File: src/include/rv_core_params.svh
`ifndef RV_CORE_PARAMS_SVH
`define RV_CORE_PARAMS_SVH

// Datapath and instruction word width
`define RV_XLEN 32

// Architectural integer registers x0..x31
`define RV_NREGS 32

// Data memory depth in 32-bit words, addresses wrap at this size
`define RV_DMEM_WORDS 256

`endif

File: src/reg_file.sv
`timescale 1ns/10ps
`default_nettype none
`include "rv_core_params.svh"

module reg_file (
	input  logic                clk,
	input  logic                rst_n,
	input  logic [4:0]          rs1_addr,
	input  logic [4:0]          rs2_addr,
	output logic [`RV_XLEN-1:0] rs1_data,
	output logic [`RV_XLEN-1:0] rs2_data,
	input  logic                we,
	input  logic [4:0]          wr_addr,
	input  logic [`RV_XLEN-1:0] wr_data
);

	logic [`RV_XLEN-1:0] regs [`RV_NREGS]; // Entry 0 is never read

	always_ff @(posedge clk or negedge rst_n) begin
		if (!rst_n) begin
			for (int i = 0; i < `RV_NREGS; i++) begin
				regs[i] <= '0;
			end
		end else if (we) begin
			regs[wr_addr] <= wr_data;
		end
	end

	assign rs1_data = (rs1_addr == 5'd0) ? '0 : regs[rs1_addr]; // x0 hardwired
	assign rs2_data = (rs2_addr == 5'd0) ? '0 : regs[rs2_addr];

endmodule

`default_nettype wire

File: config.mk
export PLATFORM = sky130hd
export DESIGN_NAME = reg_file
export DESIGN_NICKNAME = d
export VERILOG_FILES = /design/src/reg_file.sv
export VERILOG_INCLUDE_DIRS = /design/src /design/src/include
export SDC_FILE = /design/constraint.sdc
export NUM_CORES = 2
export LEC_CHECK = 0
export BUFFER_PORTS_ARGS = -buffer_cell sky130_fd_sc_hd__clkbuf_2
export CORE_UTILIZATION = 45
export CTS_CLUSTER_DIAMETER = 120
export CTS_CLUSTER_SIZE = 40
export DETAILED_ROUTE_END_ITERATION = 16
export PLACE_DENSITY = 0.72
export RECOVER_POWER = 100
export SLEW_MARGIN = 15
export SYNTH_ARGS = -nofsm -noshare
export SYNTH_HDL_FRONTEND = slang
export SYNTH_SLANG_ARGS = --single-unit
File: constraint.sdc
create_clock -name clk -period 5.1 [get_ports clk]
set_input_delay 1.275 -clock clk [delete_from_list [all_inputs] [get_ports clk]]
set_output_delay 1.275 -clock clk [all_outputs]
set_load 0.005 [all_outputs]
Word level (Yosys, flattened, before mapping). Cells that the tools add are included.

Word-level logic and storage cells: 53. Input port bits: 50. Bits in registers: 1024. Output and inout bits: 64.

Bitwise gates (word level): 3. Reductions and logical operators: 3. Muxes and demuxes: 11. $lt $le $gt $ge: 4.

Operators by type and width (number): $bwmux 1024 (1); $bmux 32 s5 (2); $mux 32 (7); $demux 32 s5 (1); $ge 6x6->1 const B (3); $not 5->6 (3); $logic_not 5->1 (2); $lt 6x1->1 const B (1); $logic_and 1x1->1 (1).

Depth between registers and ports, before layout.
Word-level depth: 6. Depth in mapped cells: 7. Depth with buffers taken out: 4.

Worst setup path before layout. OpenSTA, ideal clock, no wires.

Kind: input to output. Start: in rs2_addr[4]. End: out rs2_data[2]. Path slack: 1292 ps. Data required time: 3825 ps. Buffers on the path: 3. Stages: 7. Arrival: 2533 ps. Cell sequence: buf_2 > or2_1 > clkbuf_1 > or4_4 > clkbuf_1 > o21ai_0 > a311oi_1.

Longest elaborated chain between the ends: 5. Elaborated cells between the ends (all ways): 6. Those cells by class: mux (4); bitwise (1); reduce/logical (1).

RTL lines: start, declared (line reg_file.sv:9) `input logic [4:0] rs2_addr,`; $not 5->6 (implied by the code) (line reg_file.sv:30) `assign rs2_data = (rs2_addr == 5'd0) ? '0 : regs[rs2_addr];`; $bmux 32 s5 (line reg_file.sv:30); $mux 32 (implied by the code) (2 in a row) (line reg_file.sv:30); $mux 32 * (line reg_file.sv:30); end, declared (line reg_file.sv:11) `` output logic [`RV_XLEN-1:0] rs2_data, ``.

Mark *: on every way between the ends. The rest lies on a longest branch, timed or not. The select of a mux whose other input is x is not followed.

Worst setup path after layout.
Start: in rs2_addr[0]. End: out rs2_data[4].

Same word-level chain as after synthesis.

==> results.py <==
metrics = {
    "status": {
        "status": "complete, but fails checks",
        "failed_checks": "max-capacitance violations, max-slew violations",
    },
    "critical_path": {
        "crit_slowest_cell": "a311oi_1",
        "max_stage_delay_ns": 0.83,
        "required_ns": 3.83,
        "path_common_cell": "clkbuf_2",
        "start_kind": "primary input",
        "setup.worst_path.end_class": "output port",
        "cp.arrival_ns": 3.77,
        "path_cells": "buf_6, buf_4, inv_4, nor2_1, clkbuf_2, a22oi_1, a311oi_1, clkbuf_2",
        "critical_path_class": "in2out",
        "worstPathMaxFanout": 25,
    },
    "timing": {
        "finalSetupTns_ns": 0,
        "setup_viol": 0,
        "rsz0062_at_grt": "no",
        "slew_violations": 889,
        "slew-limit-headroom": -1.17,
        "hold_viol": 0,
        "fin_crit_sh": 0.990,
        "fmax_ghz": 0.198,
        "holdWs_ns": 0.526,
        "worstMarginPinSlew_ns": 3.25,
        "layout_min_cycle_time_ns": 5.05,
        "fin_skew_ns": 0,
    },
    "placed_design": {
        "place_congestion": 0.844,
        "dpl.hpwl_um": 105000,
        "placed_area_um2": 58200,
        "dpl.cell_count": 5177,
        "portBuffers": 113,
    },
    "cells_and_area": {
        "final_cell_area_um2": 58500,
        "reg_top3": "regs x1024",
        "syn2layout_area_growth_pct": 6.17,
        "final_cells": 5216,
        "top_register": "regs",
        "final_nets": 3647,
        "largest_register_ffs": 1024,
        "diodes": 0,
        "layout-drive-gt1-share": 0.514,
        "fill_cells": 10300,
    },
    "global_routing": {
        "use_met3": 0.0388,
        "grtUsageMet2": 0.454,
        "gr-total-overflow": 0,
        "top_usage_layer": "met2",
        "grt_first_pass_wirelength_um": 250000,
        "grt_max_degree": 99,
        "grt_antenna_before_repair": 7,
        "grt_pass1_vias": 36000,
        "met1_usage": 0.369,
        "grt_usage": 0.275,
    },
    "die": {
        "die-width_um": 352,
        "die_h_um": 352,
        "initial_core_util": 0.457,
        "pin_count": 114,
        "rows": 127,
        "die_area_um2": 124000,
        "core_area_um2": 121000,
    },
    "synthesis": {
        "synth_cell_type_count": 37,
        "netlist_area_um2": 55100,
        "synth_fp_nets": 3667,
        "avgSynthCellArea_um2": 15.2,
        "synth-seq-cells": 1024,
        "ys_seq_area_frac": 0.465,
        "yosys_warnings": 0,
        "syn-instance-count": 3617,
    },
    "power": {
        "vdd_ir_drop_max_mv": 0.304,
        "p_per_area_nw_per_um2": 333,
        "p_leak_nw": 24.9,
        "power_mw": 19.5,
    },
    "detailed_routing": {
        "wl_um": 169000,
        "dr.first_iter.drc_count": 3836,
        "firstDrtPassIters": 5,
        "viasPerCell": 6.74,
        "antenna_left": 0,
        "wl_per_cell_um": 32.5,
        "post-route-drc-count": 0,
        "dr_total_vias": 35100,
    },
    "clocking": {
        "post_cts_buffers": 0,
        "clock-root-buffer": "clkbuf_16",
        "clk_path_buf_depth": 3,
        "cts_inserted_buffers": 30,
        "cts_tree": "done",
        "clkLatencyLatePin_ns": 0.70,
        "clk_pin_slew_ns": 0.15,
        "cts_sinks": 1024,
        "cts_max_level": 1,
    },
    "hold_path": {
        "hold_path.class": "reg2reg",
    },
    "job": {
        "cap_violations": 36,
    },
}
## cells in the final DEF, fill, tap and decap left out, types with 3 or more instances in the layout
cell type / instances
a221oi_1: 47
buf_12: 50
a311oi_2: 3
clkbuf_2: 123
mux2i_1: 128
clkbuf_1: 57
buf_4: 103
mux2_2: 1047
buf_8: 3
a311oi_1: 61
nand3b_1: 4
a22oi_1: 64
clkbuf_4: 6
o21ai_0: 28
nor3b_1: 4
clkbuf_16: 31
o21ai_1: 84
dfrtp_1: 1024
nor2b_1: 64
o2111ai_1: 16
a211oi_1: 64
nand2_2: 6
nand2_1: 43
mux2_1: 41
mux4_2: 448
buf_6: 3
nor2_4: 7
nor2_1: 16
## cell families after synthesis
logic type,Yosys count,share of synthesized area
compound gates,368,0.0481
buf+inv,398,0.0416
flops,1024,0.465
mux,1664,0.429
simple gates,163,0.0162
## cell type report
class                      count  area (µm²)  share of cell area
clock buffer                  32         779              0.0133
clock inverter                 7        73.8             0.00126
inverter                       2        12.5            0.000214
multi-input combinational   2195       27200               0.466
sequential                  1024       25600               0.438
tap                         1612        2020              0.0345
timing repair buffer         344        2720              0.0466
## power breakdown
group	leakage [nW]	switching, mW	total, mW	internal [mW]
combinational	11.4	1.94	4.93	2.99
sequential	13.1	1.18	10.9	9.69
clock	0.421	2.54	3.67	1.13
## worst paths after layout
check	startpoint	end	slack [ns]	cells past startpoint
hold reg to reg	regs[606]	regs[606]	0.53	1
setup reg to reg	regs[73]	regs[73]	4.26	1
hold / removal	regs[606]	regs[606]	0.53	1
setup / recovery	rs2_addr[0]	rs2_data[4]	0.05	8
min in group asynchronous	rst_n	regs[127]	1.46	1
max in group asynchronous	rst_n	regs[931]	0.83	2
## layer usage
| metal | up-vias | wire, µm | part of all wire |
|---|---|---|---|
| li1 | 14000 | - | - |
| met1 | 19100 | 66700 | 0.39 |
| met2 | 1614 | 83000 | 0.49 |
| met3 | 394 | 12300 | 0.073 |
| met4 | 8 | 7300 | 0.043 |
| met5 | - | 54 | 0.00032 |
## cells in the mapped netlist
library cell,n,area (µm²)
or3b_1,1,8.76
o2111ai_1,16,140
clkbuf_1,149,559
a221oi_1,47,412
o21ai_1,90,450
or2_1,2,12.5
inv_2,2,7.51
nand2b_1,2,12.5
and3b_1,1,8.76
and2b_4,2,20.0
and2_1,2,12.5
nand2_1,49,184
or4_4,2,22.5
o21ai_0,22,110
buf_12,1,20.0
buf_4,68,510
a221oi_2,1,15.0
a22oi_1,64,480
nand3b_1,4,30.0
mux4_2,448,10100
nor2_1,14,52.6
a311oi_1,64,561
and3_1,1,6.26
mux2_1,38,428
nor3_1,1,5.00
or2_2,1,6.26
buf_2,130,651
a211oi_1,64,480
buf_6,47,529
mux2_2,1050,11800
nor2_2,9,56.3
nand3_1,2,10.0
nor3b_1,4,30.0
nor2b_1,66,413
buf_8,1,15.0
mux2i_1,128,1280
dfrtp_1,1024,25600
## per-stage QoR
| stage | utilization | setup slack (ns) |
|---|---|---|
| floorplan | - | 1.29 |
| global placement | 0.483 | -0.117 |
| detailed placement | 0.483 | -0.145 |
| CTS | 0.490 | 0.0278 |
| global route | 0.485 | 0.00551 |
| finish | 0.485 | 0.0525 |
## what timing repair did
item,in CTS,in global routing
gates resized for setup,2,1
hold endpoints to repair,0,0
hold buffers,0,0
setup endpoints to repair,2,1
pin swaps,0,0
gates cloned,0,0
## worst max-delay path: cells and delay by family
kind / cells / cell delay, ns
simple gates: 1 / 0.16
buf+inv: 5 / 1.33
compound gates: 2 / 0.95
No activity file was read; power rests on OpenSTA's default activity.
