**src/include/rv_core_params.svh**
```systemverilog
`ifndef RV_CORE_PARAMS_SVH
`define RV_CORE_PARAMS_SVH

// Datapath and instruction word width
`define RV_XLEN 32

// Architectural integer registers x0..x31
`define RV_NREGS 32

// Data memory depth in 32-bit words, addresses wrap at this size
`define RV_DMEM_WORDS 256

`endif

```
**src/rv_core_pkg.sv**
```systemverilog
`default_nettype none

package rv_core_pkg;

	typedef enum logic [6:0] {
		OPC_OP     = 7'b0110011, // Register-register ALU
		OPC_OP_IMM = 7'b0010011, // Register-immediate ALU
		OPC_LUI    = 7'b0110111, // Load upper immediate
		OPC_LOAD   = 7'b0000011,
		OPC_STORE  = 7'b0100011
	} opcode_e;

	typedef enum logic [3:0] {
		ALU_ADD, ALU_SUB, ALU_SLL, ALU_SLT, ALU_SLTU, ALU_XOR,
		ALU_SRL, ALU_SRA, ALU_OR, ALU_AND,
		ALU_PASS_B // Operand B straight through, for LUI
	} alu_op_e;

	typedef enum logic [1:0] {
		IMM_I, IMM_I_SHAMT, IMM_S, IMM_U
	} imm_sel_e;

	// Encoded as the load/store funct3
	typedef enum logic [2:0] {
		MEM_BYTE   = 3'b000,
		MEM_HALF   = 3'b001,
		MEM_WORD   = 3'b010,
		MEM_BYTE_U = 3'b100,
		MEM_HALF_U = 3'b101
	} mem_size_e;

	typedef enum logic [1:0] {
		WB_ALU, WB_MEM
	} wb_sel_e;

	typedef struct packed {
		alu_op_e   alu_op;
		logic      sel_op_b; // 1 picks the immediate
		logic      is_store;
		logic      is_load;
		logic      wr_en;    // Register file write
		mem_size_e mem_size;
		wb_sel_e   wb_sel;
	} ctrl_t;

endpackage

`default_nettype wire

```
**src/stage_ifs.sv**
```systemverilog
`timescale 1ns/10ps
`default_nettype none
`include "rv_core_params.svh"

// Decode to execute
interface id_ex_if import rv_core_pkg::*; ();
	logic               valid;
	ctrl_t              ctrl;
	logic [`RV_XLEN-1:0] op_a;  // rs1 read data
	logic [`RV_XLEN-1:0] op_b;  // rs2 read data
	logic [`RV_XLEN-1:0] imm;
	logic [4:0]          rd;

	modport dec (
		output valid, ctrl, op_a, op_b, imm, rd
	);
	modport ex (
		input valid, ctrl, op_a, op_b, imm, rd
	);
endinterface


`default_nettype wire

```
**src/id_ctrl.sv**
```systemverilog
`timescale 1ns/10ps
`default_nettype none

module id_ctrl import rv_core_pkg::*; (
	input  logic [6:0] opcode,
	input  logic [2:0] funct3,
	input  logic [6:0] funct7,
	output ctrl_t      ctrl,
	output imm_sel_e   imm_sel,
	output logic       legal
);

	// Shared funct3 map for OP and OP-IMM, alt picks SUB or SRA
	function automatic alu_op_e alu_from_f3(input logic [2:0] f3, input logic alt);
		alu_op_e op;
		case (f3)
			3'b000:  op = alt ? ALU_SUB : ALU_ADD;
			3'b001:  op = ALU_SLL;
			3'b010:  op = ALU_SLT;
			3'b011:  op = ALU_SLTU;
			3'b100:  op = ALU_XOR;
			3'b101:  op = alt ? ALU_SRA : ALU_SRL;
			3'b110:  op = ALU_OR;
			default: op = ALU_AND;
		endcase
		return op;
	endfunction

	logic f7_zero; // funct7 all clear
	logic f7_alt;  // funct7 = 0100000

	assign f7_zero = (funct7 == 7'b0000000);
	assign f7_alt  = (funct7 == 7'b0100000);

	always_comb begin
		ctrl.alu_op   = ALU_ADD;  // Safe defaults, nothing written
		ctrl.sel_op_b = 1'b0;
		ctrl.is_store = 1'b0;
		ctrl.is_load  = 1'b0;
		ctrl.wr_en    = 1'b0;
		ctrl.mem_size = MEM_WORD;
		ctrl.wb_sel   = WB_ALU;
		imm_sel       = IMM_I;
		legal         = 1'b1;
		case (opcode)
			OPC_OP: begin
				ctrl.wr_en  = 1'b1;
				ctrl.alu_op = alu_from_f3(funct3, funct7[5]);
				// Alt encoding only exists for SUB and SRA
				legal = f7_zero || (f7_alt && (funct3 == 3'b000 || funct3 == 3'b101));
			end
			OPC_OP_IMM: begin
				ctrl.wr_en    = 1'b1;
				ctrl.sel_op_b = 1'b1;
				ctrl.alu_op   = alu_from_f3(funct3, (funct3 == 3'b101) && funct7[5]);
				if (funct3 == 3'b001 || funct3 == 3'b101) begin
					imm_sel = IMM_I_SHAMT;             // Shifts take a 5-bit amount
					legal   = f7_zero || (funct3 == 3'b101 && f7_alt);
				end
			end
			OPC_LUI: begin
				ctrl.wr_en    = 1'b1;
				ctrl.sel_op_b = 1'b1;
				ctrl.alu_op   = ALU_PASS_B;            // rs1 field is ignored
				imm_sel       = IMM_U;
			end
			OPC_LOAD: begin
				ctrl.wr_en    = 1'b1;
				ctrl.is_load  = 1'b1;
				ctrl.sel_op_b = 1'b1;                  // Base plus offset
				ctrl.wb_sel   = WB_MEM;
				ctrl.mem_size = mem_size_e'(funct3);
				legal         = (funct3 != 3'b011) && (funct3 <= 3'b101);
			end
			OPC_STORE: begin
				ctrl.is_store = 1'b1;
				ctrl.sel_op_b = 1'b1;
				ctrl.mem_size = mem_size_e'(funct3);
				imm_sel       = IMM_S;
				legal         = (funct3 <= 3'b010);    // sb, sh, sw only
			end
			default: legal = 1'b0;                   // Unsupported major opcode
		endcase
	end

endmodule

`default_nettype wire

```
**src/id_imm_gen.sv**
```systemverilog
`timescale 1ns/10ps
`default_nettype none
`include "rv_core_params.svh"

module id_imm_gen import rv_core_pkg::*; (
	input  imm_sel_e            imm_sel,
	input  logic [24:0]         inst_hi,  // Instruction bits 31..7
	output logic [`RV_XLEN-1:0] imm
);

	logic sign; // Instruction bit 31

	assign sign = inst_hi[24];

	always_comb begin
		case (imm_sel)
			// inst[31:20]
			IMM_I:       imm = {{20{sign}}, inst_hi[24:13]};
			// inst[24:20], zero extended
			IMM_I_SHAMT: imm = {27'd0, inst_hi[17:13]};
			// inst[31:25] and inst[11:7]
			IMM_S:       imm = {{20{sign}}, inst_hi[24:18], inst_hi[4:0]};
			// inst[31:12] in the upper bits
			default:     imm = {inst_hi[24:5], 12'd0};
		endcase
	end

endmodule

`default_nettype wire

```
**src/id_dec.sv**
```systemverilog
`timescale 1ns/10ps
`default_nettype none
`include "rv_core_params.svh"

module id_dec import rv_core_pkg::*; (
	input  logic                inst_valid,
	input  logic [`RV_XLEN-1:0] inst,
	output logic [4:0]          rs1_addr,
	output logic [4:0]          rs2_addr,
	input  logic [`RV_XLEN-1:0] rs1_data,
	input  logic [`RV_XLEN-1:0] rs2_data,
	id_ex_if.dec                id_ex
);

	logic [6:0] opcode;
	logic [2:0] funct3;
	logic [6:0] funct7;
	ctrl_t      ctrl;
	imm_sel_e   imm_sel;  // Only used inside decode
	logic       legal;

	// Standard RV32 field positions
	assign opcode   = inst[6:0];
	assign funct3   = inst[14:12];
	assign funct7   = inst[31:25];
	assign rs1_addr = inst[19:15];
	assign rs2_addr = inst[24:20];

	id_ctrl u_ctrl (
		.opcode (opcode),
		.funct3 (funct3),
		.funct7 (funct7),
		.ctrl   (ctrl),
		.imm_sel(imm_sel),
		.legal  (legal)
	);

	id_imm_gen u_imm_gen (
		.imm_sel(imm_sel),
		.inst_hi(inst[31:7]),
		.imm    (id_ex.imm)
	);

	assign id_ex.valid = inst_valid && legal; // Illegal word becomes a bubble
	assign id_ex.ctrl  = ctrl;
	assign id_ex.op_a  = rs1_data;
	assign id_ex.op_b  = rs2_data;
	assign id_ex.rd    = inst[11:7];

endmodule

`default_nettype wire

```
**src/flat_wrapper.sv**
```systemverilog
// flat-port wrapper written by rule: the top's interface ports become plain ports
module id_dec_flat import rv_core_pkg::*;
  (inst_valid, inst, rs1_addr, rs2_addr, rs1_data, rs2_data, id_ex_valid, id_ex_ctrl, id_ex_op_a, id_ex_op_b, id_ex_imm, id_ex_rd);
  id_ex_if id_ex_i ();
  input  logic inst_valid;
  input  logic [`RV_XLEN-1:0] inst;
  output logic [4:0] rs1_addr;
  output logic [4:0] rs2_addr;
  input  logic [`RV_XLEN-1:0] rs1_data;
  input  logic [`RV_XLEN-1:0] rs2_data;
  output wire logic [$bits(id_ex_i.valid)-1:0] id_ex_valid;
  output wire logic [$bits(id_ex_i.ctrl)-1:0] id_ex_ctrl;
  output wire logic [$bits(id_ex_i.op_a)-1:0] id_ex_op_a;
  output wire logic [$bits(id_ex_i.op_b)-1:0] id_ex_op_b;
  output wire logic [$bits(id_ex_i.imm)-1:0] id_ex_imm;
  output wire logic [$bits(id_ex_i.rd)-1:0] id_ex_rd;
  assign id_ex_valid = id_ex_i.valid;
  assign id_ex_ctrl = id_ex_i.ctrl;
  assign id_ex_op_a = id_ex_i.op_a;
  assign id_ex_op_b = id_ex_i.op_b;
  assign id_ex_imm = id_ex_i.imm;
  assign id_ex_rd = id_ex_i.rd;
  id_dec u_core (.inst_valid(inst_valid), .inst(inst), .rs1_addr(rs1_addr), .rs2_addr(rs2_addr), .rs1_data(rs1_data), .rs2_data(rs2_data), .id_ex(id_ex_i));
endmodule
```
**config.mk**
```make
export PLATFORM = sky130hd
export DESIGN_NAME = id_dec_flat
export DESIGN_NICKNAME = d
export VERILOG_FILES = /design/src/rv_core_pkg.sv /design/src/stage_ifs.sv /design/src/id_ctrl.sv /design/src/id_imm_gen.sv /design/src/id_dec.sv /design/src/flat_wrapper.sv
export VERILOG_INCLUDE_DIRS = /design/src /design/src/include
export SDC_FILE = /design/constraint.sdc
export NUM_CORES = 1
export LEC_CHECK = 0
export ABC_CLOCK_PERIOD_IN_PS = 1400
export BUFFER_PORTS_ARGS = -buffer_cell sky130_fd_sc_hd__buf_2
export CORE_AREA = 2 2 86 88
export DETAILED_ROUTE_END_ITERATION = 8
export DIE_AREA = 0 0 88 90
export GPL_TIMING_DRIVEN = 1
export SYNTH_ARGS = -nofsm -noshare
export SYNTH_HDL_FRONTEND = slang
export SYNTH_SLANG_ARGS = --single-unit
```
**constraint.sdc**
```tcl
create_clock -name vclk -period 1.4
set_input_delay 0.07 -clock vclk [all_inputs]
set_output_delay 0.07 -clock vclk [all_outputs]
set_load 0.1 [all_outputs]
```
# Word-level counts from Yosys, hierarchy flattened
# Index checks and enable logic that the tools add are counted.
# op_classes
n_reduce_logical	15
n_eq_ne	15
n_lt_le_gt_ge	2
mux	18
# op_table
operator	n
$pmux 32 s3	1
$pmux 4 s7	2
$eq 7x6->1 const B	4
$pmux 4 s3	1
$mux 1	11
$eq 3x3->1 const B	3
$reduce_or 4->1	2
$eq 7x2->1 const B	1
$eq 7x5->1 const B	1
$logic_not 7->1	1
$eq 3x2->1 const B	2
$pmux 2 s3	1
$logic_and 1x1->1	5
$pmux 1 s5	1
$logic_or 1x1->1	4
$eq 3x1->1 const B	1
$le 3x2->1 const B	1
$le 3x3->1 const B	1
$logic_not 3->1	1
$mux 3	1
$ne 3x2->1 const B	1
$eq 2x1->1 const B	1
$eq 2x2->1 const B	1
$logic_not 2->1	1
$reduce_or 2->1	1
# totals
in_bits	97
register_bits	0
wordCells	50

# Longest topological paths before layout
# Gate-level depths: netlist of run 1.
# logic_depth
depth_word	6
ltp_mapped	6
mapped_depth_nobuf	4

# Hierarchy
# From an unflattened synthesis of run 1, not the netlist that was laid out.
# unflattened
cells_unflattened	176
area_unflattened_um2	1252.5
# modules_own_cells
module	area_per_inst_um2	cells_each	instances	seq_area_each_um2
id_dec	599.3	80	1	0.0
id_ctrl	352.8	57	1	0.0
id_imm_gen	300.3	39	1	0.0

# Least setup slack after synthesis of run 1
# Ideal clock, no wire load.
# synth_timing
kind	input to output
from	input inst[6]
to	output id_ex_ctrl[5]
slack_ps	-1523
cell_stages	4
arrival_time_ps	2853
path_buffers	0
required_time_ps	1330
path_cell_list	nand4bb_4 > or3_1 > nor2_1 > or3_1
# synth_via
elab_chain_len	3
# synth_lines
element	line	source
start: declaration	flat_wrapper.sv:6	input logic [`RV_XLEN-1:0] inst;
$eq 7x2->1 (tied with other cells)	id_ctrl.sv:45	case (opcode)
$reduce_or 4->1 (no line) *	n/a	
$mux 1 *	id_ctrl.sv:45	
end: declaration	flat_wrapper.sv:12	output wire logic [$bits(id_ex_i.ctrl)-1:0] id_ex_ctrl;
# Every way passes the cells marked *; elsewhere a longest branch is shown, timed or not.

# Worst setup path after layout of run 1
# layout_timing
from	input inst[31]
to	output id_ex_valid
# layout_via
elab_chain_len	6
# layout_lines
element	line	source
$eq 7x6->1	id_ctrl.sv:33	assign f7_alt = (funct7 == 7'b0100000);
$logic_and 1x1->1	id_ctrl.sv:58	legal = f7_zero || (funct3 == 3'b101 && f7_alt);
$logic_or 1x1->1	id_ctrl.sv:58	
$mux 1	id_ctrl.sv:56	if (funct3 == 3'b001 || funct3 == 3'b101) begin
$pmux 1 s5 *	id_ctrl.sv:45	
$logic_and 1x1->1 *	id_dec.sv:44	assign id_ex.valid = inst_valid && legal;
end: declaration	flat_wrapper.sv:11	output wire logic [$bits(id_ex_i.valid)-1:0] id_ex_valid;
# Marks and branches as above.

==> results of run 1 <==
==> critical path, delay by kind of cell <==
kind	cells	cell delay (ns)
buffers and inverters	2	0.28
AO/OA/AOI/OAI	2	0.37
AND/OR/NAND/NOR	2	0.66
==> cells by family after synthesis <==
kind of cell,after synthesis,synth area share
mux,1,0.00791
compound gates,40,0.235
buf+inv,92,0.539
simple gates,36,0.215
other cells,1,0.00296
==> placed cells by master, fill, tap and decap left out, types with 2 or more instances in the layout <==
cell type  instances
buf_2             45
buf_12            45
buf_4             20
a21o_4            14
buf_6             12
and2_2             6
a21o_2             6
a22o_4             5
and2_4             4
nor2_1             4
and2_1             3
nand2_1            3
nor3_4             3
inv_1              2
nor2_4             2
or3_4              2
nand2b_1           2
nor2b_1            2
a21oi_1            2
o21ai_0            2
==> what timing repair did <==
item                                   4_1_cts  5_1_grt
cloned                                       4        0
setup endpoints to repair                   33       40
endpoints found under the hold margin        0        0
buffers inserted                             4        3
pin swaps                                   18        8
gates resized for setup                     51        9
==> power by group <==
part,switching [mW],leakage (nW),total (mW),internal (mW)
logic,0.797,1.13,1.19,0.397
registers,0,0,0,0
clock network,0,0,0,0
==> routing by layer <==
| layer | vias up | wire length [um] |
|---|---|---|
| li1 | 572 | - |
| met1 | 609 | 1810 |
| met2 | 83 | 2370 |
| met3 | 28 | 364 |
| met4 | 0 | 137 |
| met5 | - | 0 |
==> worst max path at each step <==
stage	startpoint	end	slack (ns)	cells past startpoint
floorplan	inst[6]	id_ex_imm[0]	-0.93	4
CTS	inst[31]	id_ex_valid	-0.11	6
global placement	inst[31]	id_ex_valid	-0.18	6
finish	inst[31]	id_ex_valid	-0.06	6
detailed placement	inst[31]	id_ex_valid	-0.20	6
global route	inst[31]	id_ex_valid	-0.11	6
==> through the flow <==
step / instance area, um^2 / setup slack, ns / TNS (ns) / instances / hold WS, ns
3_3_place_gp: 2100 / -0.178 / -2.80 / 296 / 0.141
4_1_cts: 2410 / -0.107 / -1.15 / 304 / 0.141
3_5_place_dp: 2100 / -0.203 / -3.29 / 296 / 0.141
6_report: 2490 / -0.0612 / -0.320 / 307 / 0.140
5_1_grt: 2490 / -0.109 / -1.63 / 307 / 0.140
2_1_floorplan: 1440 / -0.926 / -6.02 / 170 / 0.249
==> area by class of cell <==
cell class / instances / area, um^2
fillers: 688 / 4530
inverters: 3 / 11.3
repair buffers: 124 / 1450
multi-input cells: 81 / 900
well taps: 99 / 124
==> impl_metrics.tcl, run 1 <==
set metrics [dict create \
    post-synth-top-count-cell "buf_4" \
    drive_above_1_share 0.870 \
    grt_pass1_vias 1328 \
    grtUsageMet2 0.197 \
    crit_fanout 2 \
    first_iter_violations 22 \
    min_path_cells 0 \
    hold_end "id_ex_op_a[4]" \
    peakVddDrop_v 0.000161 \
    final_util 0.354 \
    slowest_stage "or4_4" \
    slew_viol_final 0 \
    die_w_um 88 \
    rsz0062_at_grt "true" \
    period_minus_slack_ns 1.46 \
    synthCells 170 \
    routabilityCongestion 0.801 \
    wl_mm 4.69 \
    grt_use_met1 0.136 \
    synthDistinctLibCells 36 \
    grt_antenna_before_repair 0 \
    initial_core_util 0.180 \
    overflow 0 \
    core_area_um2 7020 \
    io_buffers 93 \
    power_mw 1.19 \
    arrival_ns 1.39 \
    grt_pass1_wl_mm 7.03 \
    fmax_ghz 0.684 \
    hold_viol 0 \
    critPathCaptureType "primary output" \
    hold_buffers 0 \
    synth.avg_cell_area_um2 7.45 \
    ff_latch_area_um2 0 \
    io_pins 222 \
    p_per_area_nw_per_um2 480 \
    status "finished with violations" \
    dp_hpwl_mm 3.55 \
    seq_area_frac_synth 0 \
    die-area_um2 7920 \
    syn_nets 267 \
    max_stage_delay_ns 0.54 \
    yosysWarnings 0 \
    synth_common_cells "81 x buf_4, 21 x a21o_1, 9 x and2_1" \
    drc_errors 0 \
    hold_class "in2out" \
    gr-usage-all-layers 0.111 \
    grt_util_met3 0.0165 \
    setup_viol 13 \
    synth_area_leaders "buf_4 48%, a21o_1 12%, and2_1 4.4%" \
    netlist_area_um2 1270 \
    vias_per_cell 4.21 \
    synth_top_area_share 0.480 \
    antennaDiodeCount 0 \
    nClkBuffers 0 \
    violations "negative setup slack" \
    finalWorstSetupSlack_ns -0.0612 \
    die_h_um 90 \
    timing.final.crit_share 1.04 \
    worstPathRequired_ns 1.33 \
    wl_per_cell_um 15.3 \
    grt_max_degree 12 \
    layout.nets 307 \
    antenna_left 0 \
    synth_top_area_cell "buf_4" \
    vias 1292 \
    maxCapViolCount 0 \
    num_rows 31 \
    p_leak_nw 1.13 \
    first_pass_iters 4 \
    crit_path_start_kind "input pin" \
    cp_cell_sequence "buf_6 > or4_4 > o32ai_4 > nand3_2 > o2bb2ai_4 > buf_12" \
    seq_cells 0 \
    area_growth_pct 96.5 \
    min_from "rs1_data[4]" \
    crit_type "in2out" \
    grt.busiest_layer "met2" \
]
Note: power is estimated with default switching activity, not from simulation.
==> inputs of run 2 (changes only) <==
--- a/config.mk
+++ b/config.mk
@@ -12,6 +12,7 @@
 export DETAILED_ROUTE_END_ITERATION = 8
 export DIE_AREA = 0 0 88 90
 export GPL_TIMING_DRIVEN = 1
+export SKIP_LAST_GASP = 1
 export SYNTH_ARGS = -nofsm -noshare
 export SYNTH_HDL_FRONTEND = slang
 export SYNTH_SLANG_ARGS = --single-unit
==> impl_metrics.tcl, run 2 (same netlist as run 1, synthesis figures left out) <==
set metrics [dict create \
    die_w_um 88 \
    fmax_ghz 0.674 \
    gr-usage-all-layers 0.111 \
    tns_ns -0.445 \
    critPathLaunch "inst[31]" \
    hold_end "id_ex_op_a[4]" \
    fillers 676 \
    placed_area_um2 2100 \
    multiInputGateArea_um2 940 \
    crit_fanout 2 \
    final_cell_mix "46 x buf_2, 45 x buf_12, 23 x buf_4, 19 x a21o_4, 11 x buf_6" \
    die_h_um 90 \
    dp_hpwl_mm 3.55 \
    p_seq_frac 0 \
    num_rows 31 \
    hold_class "in2out" \
    die-area_um2 7920 \
    antennaDiodeCount 0 \
    area_growth_pct 101 \
    grt_pass1_vias 1324 \
    seq_cells 0 \
    slew_viol_final 0 \
    min_path_cells 0 \
    overflow 0 \
    core_area_um2 7020 \
    internal-power_mw 0.401 \
    maxCapViolCount 0 \
    grt_max_degree 12 \
    timing.final.crit_share 1.06 \
    routabilityCongestion 0.801 \
    violations "negative setup slack" \
    nClkBuffers 0 \
    initial_core_util 0.180 \
    power.share.switching 0.666 \
    io_pins 222 \
    grt_antenna_before_repair 0 \
    p_leak_nw 1.15 \
    p_switching_mw 0.801 \
    drive_above_1_share 0.872 \
    io_buffers 93 \
    first_iter_violations 20 \
    design_area_um2 2540 \
    wl_per_cell_um 15.4 \
    ff_latch_area_um2 0 \
    dp_slack_ns -0.203 \
    status "finished with violations" \
    grt_pass1_wl_mm 7.03 \
    final_common_cell "buf_2" \
    p_per_area_nw_per_um2 472 \
    power_frac_comb 1.000 \
    wl_mm 4.78 \
    drc_errors 0 \
    setup_viol 23 \
    antenna_left 0 \
    hold_viol 0 \
    power_mw 1.20 \
    rsz0062_at_grt "true" \
    dp_cells 296 \
    finalWorstSetupSlack_ns -0.0840 \
    final_util 0.363 \
    crit_path_start_kind "input pin" \
    first_pass_iters 4 \
    vias 1312 \
    layout.cells.non_filler 310 \
    arrival_ns 1.41 \
    layout.nets 310 \
    holdWs_ns 0.140 \
    min_from "rs1_data[4]" \
    crit_type "in2out" \
    period_minus_slack_ns 1.48 \
    worstPathRequired_ns 1.33 \
    vias_per_cell 4.23 \
    peakVddDrop_v 0.000161 \
    clkPwrFrac 0 \
    critPathCaptureType "primary output" \
]
[run 2: cell types whose count changed in the layout (fill, tap and decap cells not counted), sizes merged]
| cell | previous run | this run |
|---|---|---|
| buf | 124 | 127 |
[run 2: metal layers]
metal  track usage  vias to the layer above  wire [um]
met5             0                        -          0
met4        0.0333                        0        137
met3        0.0165                       28        350
met2         0.197                       83       2430
met1         0.136                      623       1860
li1              -                      578          -
[run 2: worst max-delay path by stage]
stage,end,slack (ns),cells after the start
after global placement,id_ex_valid,-0.18,6
final,id_ex_valid,-0.08,6
after detailed placement,id_ex_valid,-0.20,6
after floorplan,id_ex_imm[0],-0.93,4
after CTS,id_ex_valid,-0.12,6
after global routing,id_ex_valid,-0.13,6
[run 2: critical path, stage by stage]
cell and delay, ns:
buf_2 0.11, or4_4 0.55, o32ai_4 0.23, nand3_2 0.12
o2bb2ai_4 0.14, buf_12 0.19
[run 2: layout make-up]
class | count | area share
repair buffers | 127 | 0.578
multi-input cells | 81 | 0.369
well taps | 99 | 0.0487
inverters | 3 | 0.00442
[run 2: power groups by stage]
stage	logic [mW]	clock network, mW	registers [mW]
2_1_floorplan	1.65	0	0
3_3_place_gp	1.10	0	0
3_5_place_dp	1.11	0	0
4_1_cts	1.18	0	0
5_1_grt	1.24	0	0
6_report	1.20	0	0
[run 2: what timing repair did]
item,in CTS,in global routing
hold buffers,0,0
cloned,4,1
buffers inserted,4,5
setup endpoints to repair,33,40
gates resized for setup,50,17
pin swaps,15,17
