### config.mk
export PLATFORM = sky130hd
export DESIGN_NAME = ex_alu_flat
export DESIGN_NICKNAME = d
export VERILOG_FILES = /design/src/rv_core_pkg.sv /design/src/stage_ifs.sv /design/src/ex_alu.sv /design/src/flat_wrapper.sv
export VERILOG_INCLUDE_DIRS = /design/src /design/src/include
export SDC_FILE = /design/constraint.sdc
export NUM_CORES = 1
export LEC_CHECK = 0
export ABC_CLOCK_PERIOD_IN_PS = 5630
export BUFFER_PORTS_ARGS = -buffer_cell sky130_fd_sc_hd__buf_2
export CORE_UTILIZATION = 50
export DETAILED_ROUTE_END_ITERATION = 16
export PLACE_DENSITY = 0.72
export SKIP_LAST_GASP = 1
export SLEW_MARGIN = 30
export SYNTH_ARGS = -nofsm -noshare
export SYNTH_HDL_FRONTEND = slang
export SYNTH_SLANG_ARGS = --single-unit
### constraint.sdc
create_clock -name clk -period 5.63 [get_ports clk]
set_input_delay 0 -clock clk [delete_from_list [all_inputs] [get_ports clk]]
set_output_delay 0 -clock clk [all_outputs]
set_load 0.005 [all_outputs]
### src/include/rv_core_params.svh
`ifndef RV_CORE_PARAMS_SVH
`define RV_CORE_PARAMS_SVH

// Datapath and instruction word width
`define RV_XLEN 32

// Architectural integer registers x0..x31
`define RV_NREGS 32

// Data memory depth in 32-bit words, addresses wrap at this size
`define RV_DMEM_WORDS 256

`endif

### src/rv_core_pkg.sv
`default_nettype none

package rv_core_pkg;

	typedef enum logic [6:0] {
		OPC_OP     = 7'b0110011, // Register-register ALU
		OPC_OP_IMM = 7'b0010011, // Register-immediate ALU
		OPC_LUI    = 7'b0110111, // Load upper immediate
		OPC_LOAD   = 7'b0000011,
		OPC_STORE  = 7'b0100011
	} opcode_e;

	typedef enum logic [3:0] {
		ALU_ADD, ALU_SUB, ALU_SLL, ALU_SLT, ALU_SLTU, ALU_XOR,
		ALU_SRL, ALU_SRA, ALU_OR, ALU_AND,
		ALU_PASS_B // Operand B straight through, for LUI
	} alu_op_e;

	typedef enum logic [1:0] {
		IMM_I, IMM_I_SHAMT, IMM_S, IMM_U
	} imm_sel_e;

	// Encoded as the load/store funct3
	typedef enum logic [2:0] {
		MEM_BYTE   = 3'b000,
		MEM_HALF   = 3'b001,
		MEM_WORD   = 3'b010,
		MEM_BYTE_U = 3'b100,
		MEM_HALF_U = 3'b101
	} mem_size_e;

	typedef enum logic [1:0] {
		WB_ALU, WB_MEM
	} wb_sel_e;

	typedef struct packed {
		alu_op_e   alu_op;
		logic      sel_op_b; // 1 picks the immediate
		logic      is_store;
		logic      is_load;
		logic      wr_en;    // Register file write
		mem_size_e mem_size;
		wb_sel_e   wb_sel;
	} ctrl_t;

endpackage

`default_nettype wire

### src/stage_ifs.sv
`timescale 1ns/10ps
`default_nettype none
`include "rv_core_params.svh"

// Decode to execute
interface id_ex_if import rv_core_pkg::*; ();
	logic               valid;
	ctrl_t              ctrl;
	logic [`RV_XLEN-1:0] op_a;  // rs1 read data
	logic [`RV_XLEN-1:0] op_b;  // rs2 read data
	logic [`RV_XLEN-1:0] imm;
	logic [4:0]          rd;

	modport dec (
		output valid, ctrl, op_a, op_b, imm, rd
	);
	modport ex (
		input valid, ctrl, op_a, op_b, imm, rd
	);
endinterface

// Execute to result
interface ex_wb_if import rv_core_pkg::*; ();
	logic               valid;
	ctrl_t              ctrl;
	logic [`RV_XLEN-1:0] alu_res;    // Address for loads and stores
	logic [`RV_XLEN-1:0] store_data;
	logic [4:0]          rd;

	modport src (
		output valid, ctrl, alu_res, store_data, rd
	);
	modport snk (
		input valid, ctrl, alu_res, store_data, rd
	);
endinterface

`default_nettype wire

### src/ex_alu.sv
`timescale 1ns/10ps
`default_nettype none
`include "rv_core_params.svh"

module ex_alu import rv_core_pkg::*; (
	input  logic clk,
	input  logic rst_n,
	id_ex_if.ex  id_ex,
	ex_wb_if.src ex_wb
);

	logic                ex_valid;
	ctrl_t               ex_ctrl;
	logic [`RV_XLEN-1:0] ex_op_a;
	logic [`RV_XLEN-1:0] ex_op_b;  // rs2 value, also store data
	logic [`RV_XLEN-1:0] ex_imm;
	logic [4:0]          ex_rd;
	logic [`RV_XLEN-1:0] opb_mux;
	logic [4:0]          shamt;
	logic [`RV_XLEN-1:0] alu_out;

	// ID/EX register
	always_ff @(posedge clk or negedge rst_n) begin
		if (!rst_n) begin
			ex_valid <= 1'b0;
		end else begin
			ex_valid <= id_ex.valid;
		end
	end

	always_ff @(posedge clk) begin
		ex_ctrl <= id_ex.ctrl; // Payload, only meaningful with ex_valid
		ex_op_a <= id_ex.op_a;
		ex_op_b <= id_ex.op_b;
		ex_imm  <= id_ex.imm;
		ex_rd   <= id_ex.rd;
	end

	assign opb_mux = ex_ctrl.sel_op_b ? ex_imm : ex_op_b;
	assign shamt   = opb_mux[4:0]; // Low 5 bits only

	always_comb begin
		case (ex_ctrl.alu_op)
			ALU_ADD:    alu_out = ex_op_a + opb_mux;
			ALU_SUB:    alu_out = ex_op_a - opb_mux;
			ALU_SLL:    alu_out = ex_op_a << shamt;
			ALU_SLT:    alu_out = {31'd0, $signed(ex_op_a) < $signed(opb_mux)};
			ALU_SLTU:   alu_out = {31'd0, ex_op_a < opb_mux};
			ALU_XOR:    alu_out = ex_op_a ^ opb_mux;
			ALU_SRL:    alu_out = ex_op_a >> shamt;
			ALU_SRA:    alu_out = $unsigned($signed(ex_op_a) >>> shamt);
			ALU_OR:     alu_out = ex_op_a | opb_mux;
			ALU_AND:    alu_out = ex_op_a & opb_mux;
			ALU_PASS_B: alu_out = opb_mux;  // LUI
			default:    alu_out = '0;
		endcase
	end

	// EX/WB register
	always_ff @(posedge clk or negedge rst_n) begin
		if (!rst_n) begin
			ex_wb.valid <= 1'b0;
		end else begin
			ex_wb.valid <= ex_valid;
		end
	end

	always_ff @(posedge clk) begin
		ex_wb.ctrl       <= ex_ctrl;
		ex_wb.alu_res    <= alu_out;
		ex_wb.store_data <= ex_op_b;
		ex_wb.rd         <= ex_rd;
	end

endmodule

`default_nettype wire

### src/flat_wrapper.sv
// flat-port wrapper written by rule: the top's interface ports become plain ports
module ex_alu_flat import rv_core_pkg::*;
  (clk, rst_n, id_ex_valid, id_ex_ctrl, id_ex_op_a, id_ex_op_b, id_ex_imm, id_ex_rd, ex_wb_valid, ex_wb_ctrl, ex_wb_alu_res, ex_wb_store_data, ex_wb_rd);
  id_ex_if id_ex_i ();
  ex_wb_if ex_wb_i ();
  input  logic clk;
  input  logic rst_n;
  input wire logic [$bits(id_ex_i.valid)-1:0] id_ex_valid;
  input wire logic [$bits(id_ex_i.ctrl)-1:0] id_ex_ctrl;
  input wire logic [$bits(id_ex_i.op_a)-1:0] id_ex_op_a;
  input wire logic [$bits(id_ex_i.op_b)-1:0] id_ex_op_b;
  input wire logic [$bits(id_ex_i.imm)-1:0] id_ex_imm;
  input wire logic [$bits(id_ex_i.rd)-1:0] id_ex_rd;
  output wire logic [$bits(ex_wb_i.valid)-1:0] ex_wb_valid;
  output wire logic [$bits(ex_wb_i.ctrl)-1:0] ex_wb_ctrl;
  output wire logic [$bits(ex_wb_i.alu_res)-1:0] ex_wb_alu_res;
  output wire logic [$bits(ex_wb_i.store_data)-1:0] ex_wb_store_data;
  output wire logic [$bits(ex_wb_i.rd)-1:0] ex_wb_rd;
  assign id_ex_i.valid = id_ex_valid;
  assign id_ex_i.ctrl = id_ex_ctrl;
  assign id_ex_i.op_a = id_ex_op_a;
  assign id_ex_i.op_b = id_ex_op_b;
  assign id_ex_i.imm = id_ex_imm;
  assign id_ex_i.rd = id_ex_rd;
  assign ex_wb_valid = ex_wb_i.valid;
  assign ex_wb_ctrl = ex_wb_i.ctrl;
  assign ex_wb_alu_res = ex_wb_i.alu_res;
  assign ex_wb_store_data = ex_wb_i.store_data;
  assign ex_wb_rd = ex_wb_i.rd;
  ex_alu u_core (.clk(clk), .rst_n(rst_n), .id_ex(id_ex_i), .ex_wb(ex_wb_i));
endmodule
After elaboration in Yosys (flattened, before gate mapping)
Index checks and enable logic that the tools add are counted.

Output and inout bits: 83. Flip-flop bits (word level): 198. Word-level logic and storage cells: 46. Bits of input ports: 117.

Equal/unequal tests: 10. Bitwise gates (word level): 3. $add $sub $neg: 2. Shifts and indexed selects: 3. Muxes and demuxes: 2. Order comparisons: 2. Reduce and logical (&&, ||, !) cells: 1.

Operators by type and width (number): 32-bit case mux with 11 select lines (1); 32-bit < comparator (2); 32-bit adder (1); 32-bit AND (1); 32-bit two-way mux (1); 32-bit OR (1); 32-bit by 5-bit << shifter with 32-bit output (1); 32-bit by 5-bit >> shifter with 32-bit output (1); 32-bit by 5-bit >>> shifter with 32-bit output (1); 32-bit subtractor (1); 32-bit bitwise XOR (1); 4-bit by 3-bit == test with 1-bit output (second input constant) (4); 4-bit == test (second input constant) (3); 4-bit by 2-bit == test with 1-bit output (second input constant) (2); 4-bit by 1-bit == test with 1-bit output (second input constant) (1); 4-bit zero test (1).

Logic depth before layout (Yosys ltp)
Gate-level depths: netlist (run 1).

Depth in word-level cells: 3. Depth in mapped cells: 19. Gate-level depth less buffers: 15.

Worst setup path after synthesis (run 1)
No wires, ideal clock.

Path type: reg-to-reg. Start: register u_core.ex_ctrl[8] (netlist name). End: register u_core.ex_wb.alu_res[30]. Cell stages (with the launch flop): 18. Arrival time: 4.359 ns. Clock period less this slack: 4.481 ns. Setup time: 0.122 ns. Required time: 5.508 ns. Slack: 1.149 ns. Path buffers: 6. Path through: dfxtp_1 > buf_6 > buf_2 > mux2i_1 > clkbuf_1 > clkbuf_1 > clkbuf_1 > ha_1 > clkbuf_1 > a211oi_1 > a21oi_1 > o22a_1 > a41o_1 > a311o_1 > a21o_1 > a311oi_2 > o21ai_1 > a221o_1.

Cells in the longest elaborated chain, start to end: 3. Elaborated cells between the ends (all ways): 10. Classes of those cells: add/sub: 2; shift: 3; mux: 2; bitwise: 3.

Ends and longest elaborated chain: start, declared (line ex_alu.sv:13) `ctrl_t ex_ctrl;`; start signal, assigned (line ex_alu.sv:32) `ex_ctrl <= id_ex.ctrl;`; 32-bit two-way mux * (line ex_alu.sv:39) `assign opb_mux = ex_ctrl.sel_op_b ? ex_imm : ex_op_b;`; 32-bit subtractor (tied with other cells) (line ex_alu.sv:45) `ALU_SUB: alu_out = ex_op_a - opb_mux;`; 32-bit case mux with 11 select lines * (line ex_alu.sv:43) `case (ex_ctrl.alu_op)`; net u_core.alu_out[30] (line ex_alu.sv:20) `` logic [`RV_XLEN-1:0] alu_out; ``; end signal, assigned (line ex_alu.sv:70) `ex_wb.alu_res <= alu_out;`; end, declared (line stage_ifs.sv:31) `output valid, ctrl, alu_res, store_data, rd`.

Mark *: on every way through the listed nets, which the timed path passes. The rest lies on a longest branch.

Final worst setup path (run 1)
Same ends and word-level chain as after synthesis.

==> out/results.tsv, run 1 <==
stage	metric	value	unit
status	status	finished, final reports clean	
critical_path	startpoint types	flip-flop	
timing	RSZ-0062 raised after global routing	false	
route	Final ANT Viol Nets	0	
timing	Setup Skew	0.0175	ns
finish	fraction of layout cells with a size suffix above 1	16.4	%
critical_path	crit path capture type	flip-flop	
die	initial core utilization	51.5	%
synthesis	EDFF count, synth	0	
worst_hold_path	Worst Hold End	u_core.ex_op_a[18]	
grt	first-pass GRT wire length	78800	µm
grt	initial antenna violation count	4	
die	die width	164	µm
synthesis	Main synth FF type	dfxtp_1	
cts	cts repair resizes	0	
placed_design	IO Port Bufs	199	
finish	Total Nets Final	2101	
critical_path	CP Cell Sequence	buf_4 -> mux2_2 -> inv_1 -> ha_1 -> nor2b_1 -> nor4_1 -> a21oi_1 -> a21oi_1 -> buf_4 -> o2111a_1 -> o211ai_1 -> a31oi_1 -> o31ai_1 -> o21ai_1 -> a221o_1	
finish	commonest cells after routing, fill and taps aside	buf_2, dfxtp_1, nand2_1, nor2_1, a21oi_1	
worst_hold_path	hold wc startpoint	id_ex_op_a[18]	
critical_path	WP buf/inv	3	
cts	clock-pin slew on the worst setup and hold paths	0.08	ns
timing	Final Hold Violating Endpoints	0	
finish	Layout area overhead	22.7	%
worst_hold_path	hold crit path type	input port to flip-flop	
die	die area	0.0269	mm²
critical_path	Slowest Stage Delay on Critical Path	0.57	ns
critical_path	CP Class	flip-flop to flip-flop	
route	Avg Vias per Cell	6.40	
cts	root buffer cell	clkbuf_16	
pwr	Cell Pwr Density	261	mW/mm²
route	First DRT Iteration DRCs	1653	
timing	final setup fails	0	
route	WL per Instance	23.7	µm
critical_path	R2R Setup Slk	0.95	ns
cts	CTS tree	built	
synthesis	Synth Register Bits	198	
pwr	static leakage	7.19	nW
timing	Slew Viols, Final	0	
timing	Tcrit/Tclk final	83.2	%
critical_path	CP required	5.97	ns
synthesis	Avg Cell Area, Syn	8.03	µm²
finish	most common cell after layout, fill and taps aside	buf_2	
placed_design	gp weighted congestion	1.01	
synthesis	synth warn	0	
critical_path	Worst Reg-to-Reg Cells	15	
route	drt drc	0	
die	Core Region	0.0255	mm²
cts	CTS buffer count	17	
synthesis	Syn Nets	1853	
timing	Setup TNS	0	ns
grt	largest net degree at the start of global routing	72	
synthesis	Synth Instances	1634	
flow_run	max_cap viols	0	
synthesis	Post-Syn Area	0.0131	mm²
die	die height	164	µm
critical_path	RR Endpoint	u_core.ex_wb.alu_res[30]	
critical_path	CP Max Fanout	18	
route	WL final	52800	µm
critical_path	RR Startpoint	u_core.ex_ctrl[8]	
critical_path	Worst path slowest cell	dfxtp_2	
cts	clock buffer depth	2	
finish	multi-input logic area	0.00838	mm²
critical_path	delay-heaviest family, CP	compound AO/OA/AOI/OAI gates	
timing	hold_ws	0.176	ns
cts	clk sinks	198	
timing	Worst Tran Pin Value	1.01	ns
finish	fillers	2255	
grt	number of global-route vias before repair	13600	
cts	Worst-Skew Late Latency	0.45	ns
grt	aggregate global-route resource usage	39.0	%
grt	Overflow after GRT	0	
finish	Register Area	0.00398	mm²
synthesis	asr flop ratio synth	1.01	%
route	Pre-antenna DRT Iters	6	
pwr	Peak VDD IR	0.222	mV
cts	H-tree Lvls	4	
critical_path	Arr. time, crit path	5.02	ns
die	row count	58	
synthesis	synth unique cells	79	
die	number of I/O pins	200	
route	routed via count	14200	
timing	Slew HR	31.9	%
timing	Max Clk Rate	0.214	GHz
placed_design	DP HPWL	37500	µm
synthesis	sequential element share of the synthesized area	30.3	%
worst_hold_path	Hold Path Depth	2	
timing	Period minus WS final	4.68	ns
## per-stage QoR
stage | utilization [%] | area (µm²) | instances | total power [mW] | worst slack, ns
6_report | 63.2 | 16100 | 2226 | 4.20 | 0.947
5_1_grt | 63.2 | 16100 | 2226 | 4.37 | 0.819
4_1_cts | 63.2 | 16100 | 2225 | 4.16 | 1.14
3_5_place_dp | 56.2 | 14300 | 2076 | 2.83 | 1.15
3_3_place_gp | 56.2 | 14300 | 2076 | 2.82 | 1.22
2_1_floorplan | - | 13100 | 1634 | 2.40 | 1.15
## synth_stat cells, types with 14 or more instances
cell,instances,area (µm²)
dfxtp_1,196,3920
nand2_1,177,664
nor2_1,155,582
a21oi_1,128,641
ha_1,100,1250
o21ai_0,94,470
inv_1,85,319
mux2i_1,84,841
clkbuf_1,73,274
o22ai_1,39,244
a211oi_1,35,263
nand3_1,35,175
o21ai_1,28,140
buf_2,26,130
a31oi_1,25,156
o211ai_1,24,180
a221oi_1,23,201
nor3_1,21,105
a21o_1,16,120
mux2_2,15,169
mux4_2,14,315
o221ai_1,14,123
## worst max path at each step
stage,endpoint,cells past startpoint,start,slack [ns]
finish,u_core.ex_wb.alu_res[30],15,u_core.ex_ctrl[8],0.95
floorplan,u_core.ex_wb.alu_res[30],17,u_core.ex_ctrl[8],1.15
global placement,u_core.ex_wb.alu_res[23],12,u_core.ex_ctrl[8],1.22
CTS,u_core.ex_wb.alu_res[23],12,u_core.ex_ctrl[8],1.14
detailed placement,u_core.ex_wb.alu_res[30],15,u_core.ex_ctrl[8],1.15
global route,u_core.ex_wb.alu_res[30],15,u_core.ex_ctrl[8],0.82
## power breakdown
group	total (mW)	internal (mW)	switching (mW)
Combinational	1.34	0.512	0.828
Clock	1.28	0.618	0.663
Sequential	1.58	1.51	0.0679
Total	4.20	2.64	1.56
## cells by family (layout without fill, tap and decap cells)
group / count (synthesis) / count (layout) / share of synthesized area [%]
XOR/XNOR: 7 / 7 / 0.467
AND/OR/NAND/NOR: 453 / 453 / 14.8
buffers and inverters: 205 / 466 / 6.22
other: 0 / 1 / 0
multiplexers: 115 / 115 / 10.4
adder cells (fa/ha/maj): 102 / 102 / 9.84
flip-flops: 198 / 198 / 30.3
AO/OA/AOI/OAI: 554 / 554 / 27.9
## area by class of cell
class,instances,area share (%)
Tap cell,330,2.57
Multi-Input combinational cell,1231,52.1
Inverter,91,2.14
Sequential cell,198,24.7
Clock buffer,18,2.73
Antenna cell,1,0.0155
Clock inverter,14,1.08
Timing Repair Buffer,343,14.7
## state kept, by name, indices dropped and copies added, names as in the netlist, 5 cells and up
| name | count |
|---|---|
| u_core.ex_imm | 32 |
| u_core.ex_op_a | 32 |
| u_core.ex_op_b | 32 |
| u_core.ex_wb.alu_res | 32 |
| u_core.ex_wb.store_data | 32 |
| u_core.ex_ctrl | 13 |
| u_core.ex_wb.ctrl | 13 |
| u_core.ex_rd | 5 |
| u_core.ex_wb.rd | 5 |
## worst reg2reg max path, delay by kind of cell (launching register included)
kind            cells  cell delay (ns)
buf+inv             3             0.67
mux                 1             0.42
flops               1             0.57
simple gates        2             0.31
compound gates      8             2.30
fa+ha+maj           1             0.31
## routing by layer
metal	vias up	part of all wire, %	global-route usage [%]
li1	6466	-	-
met1	6710	41	51.7
met2	928	44	60.3
met3	143	12	9.37
met4	2	3.8	16.2
met5	-	0.023	0
## timing repair
item,4_1_cts,5_1_grt
setup buffers,0,0
hold buffers,117,0
hold endpoints to repair,117,0
No activity file was read; power rests on OpenSTA's default activity.
==> inputs of run 2 (changes only) <==
--- a/config.mk
+++ b/config.mk
@@ -6,7 +6,7 @@
 export SDC_FILE = /design/constraint.sdc
 export NUM_CORES = 1
 export LEC_CHECK = 0
-export ABC_CLOCK_PERIOD_IN_PS = 5630
+export ABC_CLOCK_PERIOD_IN_PS = 4570
 export BUFFER_PORTS_ARGS = -buffer_cell sky130_fd_sc_hd__buf_2
 export CORE_UTILIZATION = 50
 export DETAILED_ROUTE_END_ITERATION = 16
==> constraint.sdc (replaced) <==
create_clock -name clk -period 4.57 [get_ports clk]
set_input_delay 0 -clock clk [delete_from_list [all_inputs] [get_ports clk]]
set_output_delay 0 -clock clk [all_outputs]
set_load 0.005 [all_outputs]
==> run 2 against run 1 <==
  * Cell count is 0.49% higher
  * Register-to-register slack worse by 0.68 ns
  * Die area stayed put
  * Routed wire length is 2.1% higher
  * Combinational power is 25% higher
  * Cell area is 0.75% higher
  * Sequential share of layout area is 0.18 points lower
  * Utilization is 0.47 points higher
==> out/results.tsv, run 2 (synthesis gave the netlist of run 1 again) <==
stage	metric	value	unit	change
timing	RSZ-0062 raised after global routing	false		
placed_design	placed cell areas	0.0144	mm²	+0.90%
placed_design	gp weighted congestion	1.01		-0.21%
critical_path	CP Max Fanout	18		unchanged
grt	aggregate global-route resource usage	40.3	%	+1.3 points
cts	root buffer cell	clkbuf_16		
timing	Slew HR	27.5	%	-4.4 points
timing	Max Clk Rate	0.232	GHz	+8.7%
pwr	Cell Pwr Density	319	mW/mm²	+22%
timing	Setup TNS	0	ns	unchanged
cts	clk sinks	198		unchanged
die	number of I/O pins	200		unchanged
finish	most common cell after layout, fill and taps aside	buf_2		
timing	final setup fails	0		unchanged
route	Pre-antenna DRT Iters	8		+2
placed_design	Post-Place Setup Slack	0.411	ns	-0.743 ns
grt	largest net degree at the start of global routing	71		-1.4%
die	die height	164	µm	unchanged
finish	commonest cells after routing, fill and taps aside	buf_2, dfxtp_1, nand2_1, nor2_1, a21oi_1		
timing	Period minus WS final	4.31	ns	-0.376 ns
timing	Final Hold Violating Endpoints	0		unchanged
critical_path	Worst path slowest cell	a211oi_1		
flow_run	max_cap viols	0		unchanged
critical_path	startpoint types	flip-flop		
cts	clock-pin slew on the worst setup and hold paths	0.08	ns	about the same
critical_path	Slowest Stage Delay on Critical Path	0.60	ns	+0.03 ns
route	WL per Instance	24.1	µm	+1.6%
placed_design	IO Port Bufs	199		unchanged
finish	Design Area, Final	0.0162	mm²	+0.75%
placed_design	DP HPWL	38900	µm	+3.5%
timing	Worst Tran Pin Value	1.09	ns	+0.0791 ns
pwr	Peak VDD IR	0.241	mV	+8.3%
timing	Slew Viols, Final	0		unchanged
timing	Tcrit/Tclk final	94.2	%	+11 points
timing	Setup Skew	0.0149	ns	-0.00263 ns
cts	H-tree Lvls	4		unchanged
route	routed via count	14400		+1.2%
pwr	static leakage	7.26	nW	+0.94%
finish	Layout area overhead	23.6	%	
status	status	finished, final reports clean		
grt	first-pass GRT wire length	81700	µm	+3.7%
critical_path	CP required	4.92	ns	-1.05 ns
grt	number of global-route vias before repair	13800		+1.6%
finish	fraction of layout cells with a size suffix above 1	16.9	%	+0.58 points
cts	CTS buffer count	17		unchanged
critical_path	crit path capture type	flip-flop		
die	Core Region	0.0255	mm²	unchanged
cts	CTS tree	built		
route	First DRT Iteration DRCs	1859		+12%
die	die area	0.0269	mm²	unchanged
route	Final ANT Viol Nets	0		unchanged
die	initial core utilization	51.5	%	unchanged
finish	Total Nets Final	2113		+0.57%
grt	Overflow after GRT	0		unchanged
finish	ANT cells	0		-1
die	die width	164	µm	unchanged
critical_path	CP Cell Sequence	buf_12 -> mux2i_1 -> ha_1 -> a21o_1 -> o21bai_1 -> a211oi_1 -> nand2_1 -> o21ba_1 -> o31ai_1 -> a31o_2 -> a2111o_1 -> a21oi_1 -> o21ai_1		
worst_hold_path	hold crit path type	input port to flip-flop		
cts	setup bufs post-CTS	0		unchanged
cts	clock buffer depth	2		unchanged
die	row count	58		unchanged
cts	Worst-Skew Late Latency	0.46	ns	about the same
grt	initial antenna violation count	1		-3
route	drt drc	0		unchanged
critical_path	Arr. time, crit path	4.65	ns	-0.37 ns
route	Avg Vias per Cell	6.45		+0.75%
finish	fillers	2146		-4.8%
critical_path	CP Class	flip-flop to flip-flop		
route	WL final	53900	µm	+2.1%
timing	worst setup margin	0.263	ns	-0.684 ns
## run 2: cell types whose count changed in the layout (fill, tap and decap cells not counted), sizes merged
cell	previous run	this run
buf	226	238
inv	99	98
clkinv	5	7
diode	1	0
clkinvlp	1	0
## run 2: timing repair
item	in CTS	in global routing
endpoints found under the hold margin	117	0
resized for setup	0	0
hold buffers	117	0
## run 2: power breakdown
group | internal [mW] | switching [mW] | total (mW)
Clock | 0.748 | 0.820 | 1.57
Sequential | 1.86 | 0.0817 | 1.94
Combinational | 0.641 | 1.03 | 1.67
## run 2: critical path, delay by kind of cell (launching register included)
kind | cells | cell delay (ns)
AO/OA/AOI/OAI | 9 | 2.50
adder cells (fa/ha/maj) | 1 | 0.45
buffers and inverters | 1 | 0.22
flip-flops | 1 | 0.51
multiplexers | 1 | 0.39
AND/OR/NAND/NOR | 1 | 0.09
## run 2: worst paths after layout
check | endpoint | startpoint | depth (start not counted) | slack [ns]
setup / recovery | u_core.ex_wb.alu_res[29] | u_core.ex_ctrl[8] | 13 | 0.26
hold / removal | u_core.ex_ctrl[0] | id_ex_ctrl[0] | 2 | 0.17
setup reg to reg | u_core.ex_wb.alu_res[29] | u_core.ex_ctrl[8] | 13 | 0.26
hold reg to reg | u_core.ex_wb.rd[0] | u_core.ex_rd[0] | 0 | 0.33
max in group asynchronous | u_core.ex_valid | rst_n | 3 | 4.05
min in group asynchronous | u_core.ex_wb.valid | rst_n | 3 | 0.40
## run 2: cell type report
cell class	count	area, µm²	share of cell area (%)
Inverter	91	344	2.12
Timing Repair Buffer	355	2480	15.3
Sequential cell	198	3980	24.5
Clock inverter	14	178	1.10
Tap cell	330	413	2.55
Clock buffer	18	429	2.65
Multi-Input combinational cell	1231	8390	51.8
## run 2: routing by layer
metal | global-route usage (%) | part of all wire (%) | up-vias
met4 | 16.7 | 4.0 | 2
met2 | 61.2 | 43 | 984
met3 | 8.66 | 12 | 142
met1 | 55.0 | 41 | 6825
met5 | 0 | 0.019 | -
li1 | - | - | 6474
## run 2: per-stage QoR
stage | power (mW) | hold slack [ns] | instances | util (%)
final | 5.18 | 0.165 | 2237 | 63.7
after global routing | 5.40 | 0.175 | 2237 | 63.7
after CTS | 5.13 | 0.165 | 2237 | 63.7
after detailed placement | 3.50 | -0.215 | 2088 | 56.7
after global placement | 3.49 | -0.215 | 2088 | 56.7
after floorplan | 2.96 | -0.296 | 1634 | -
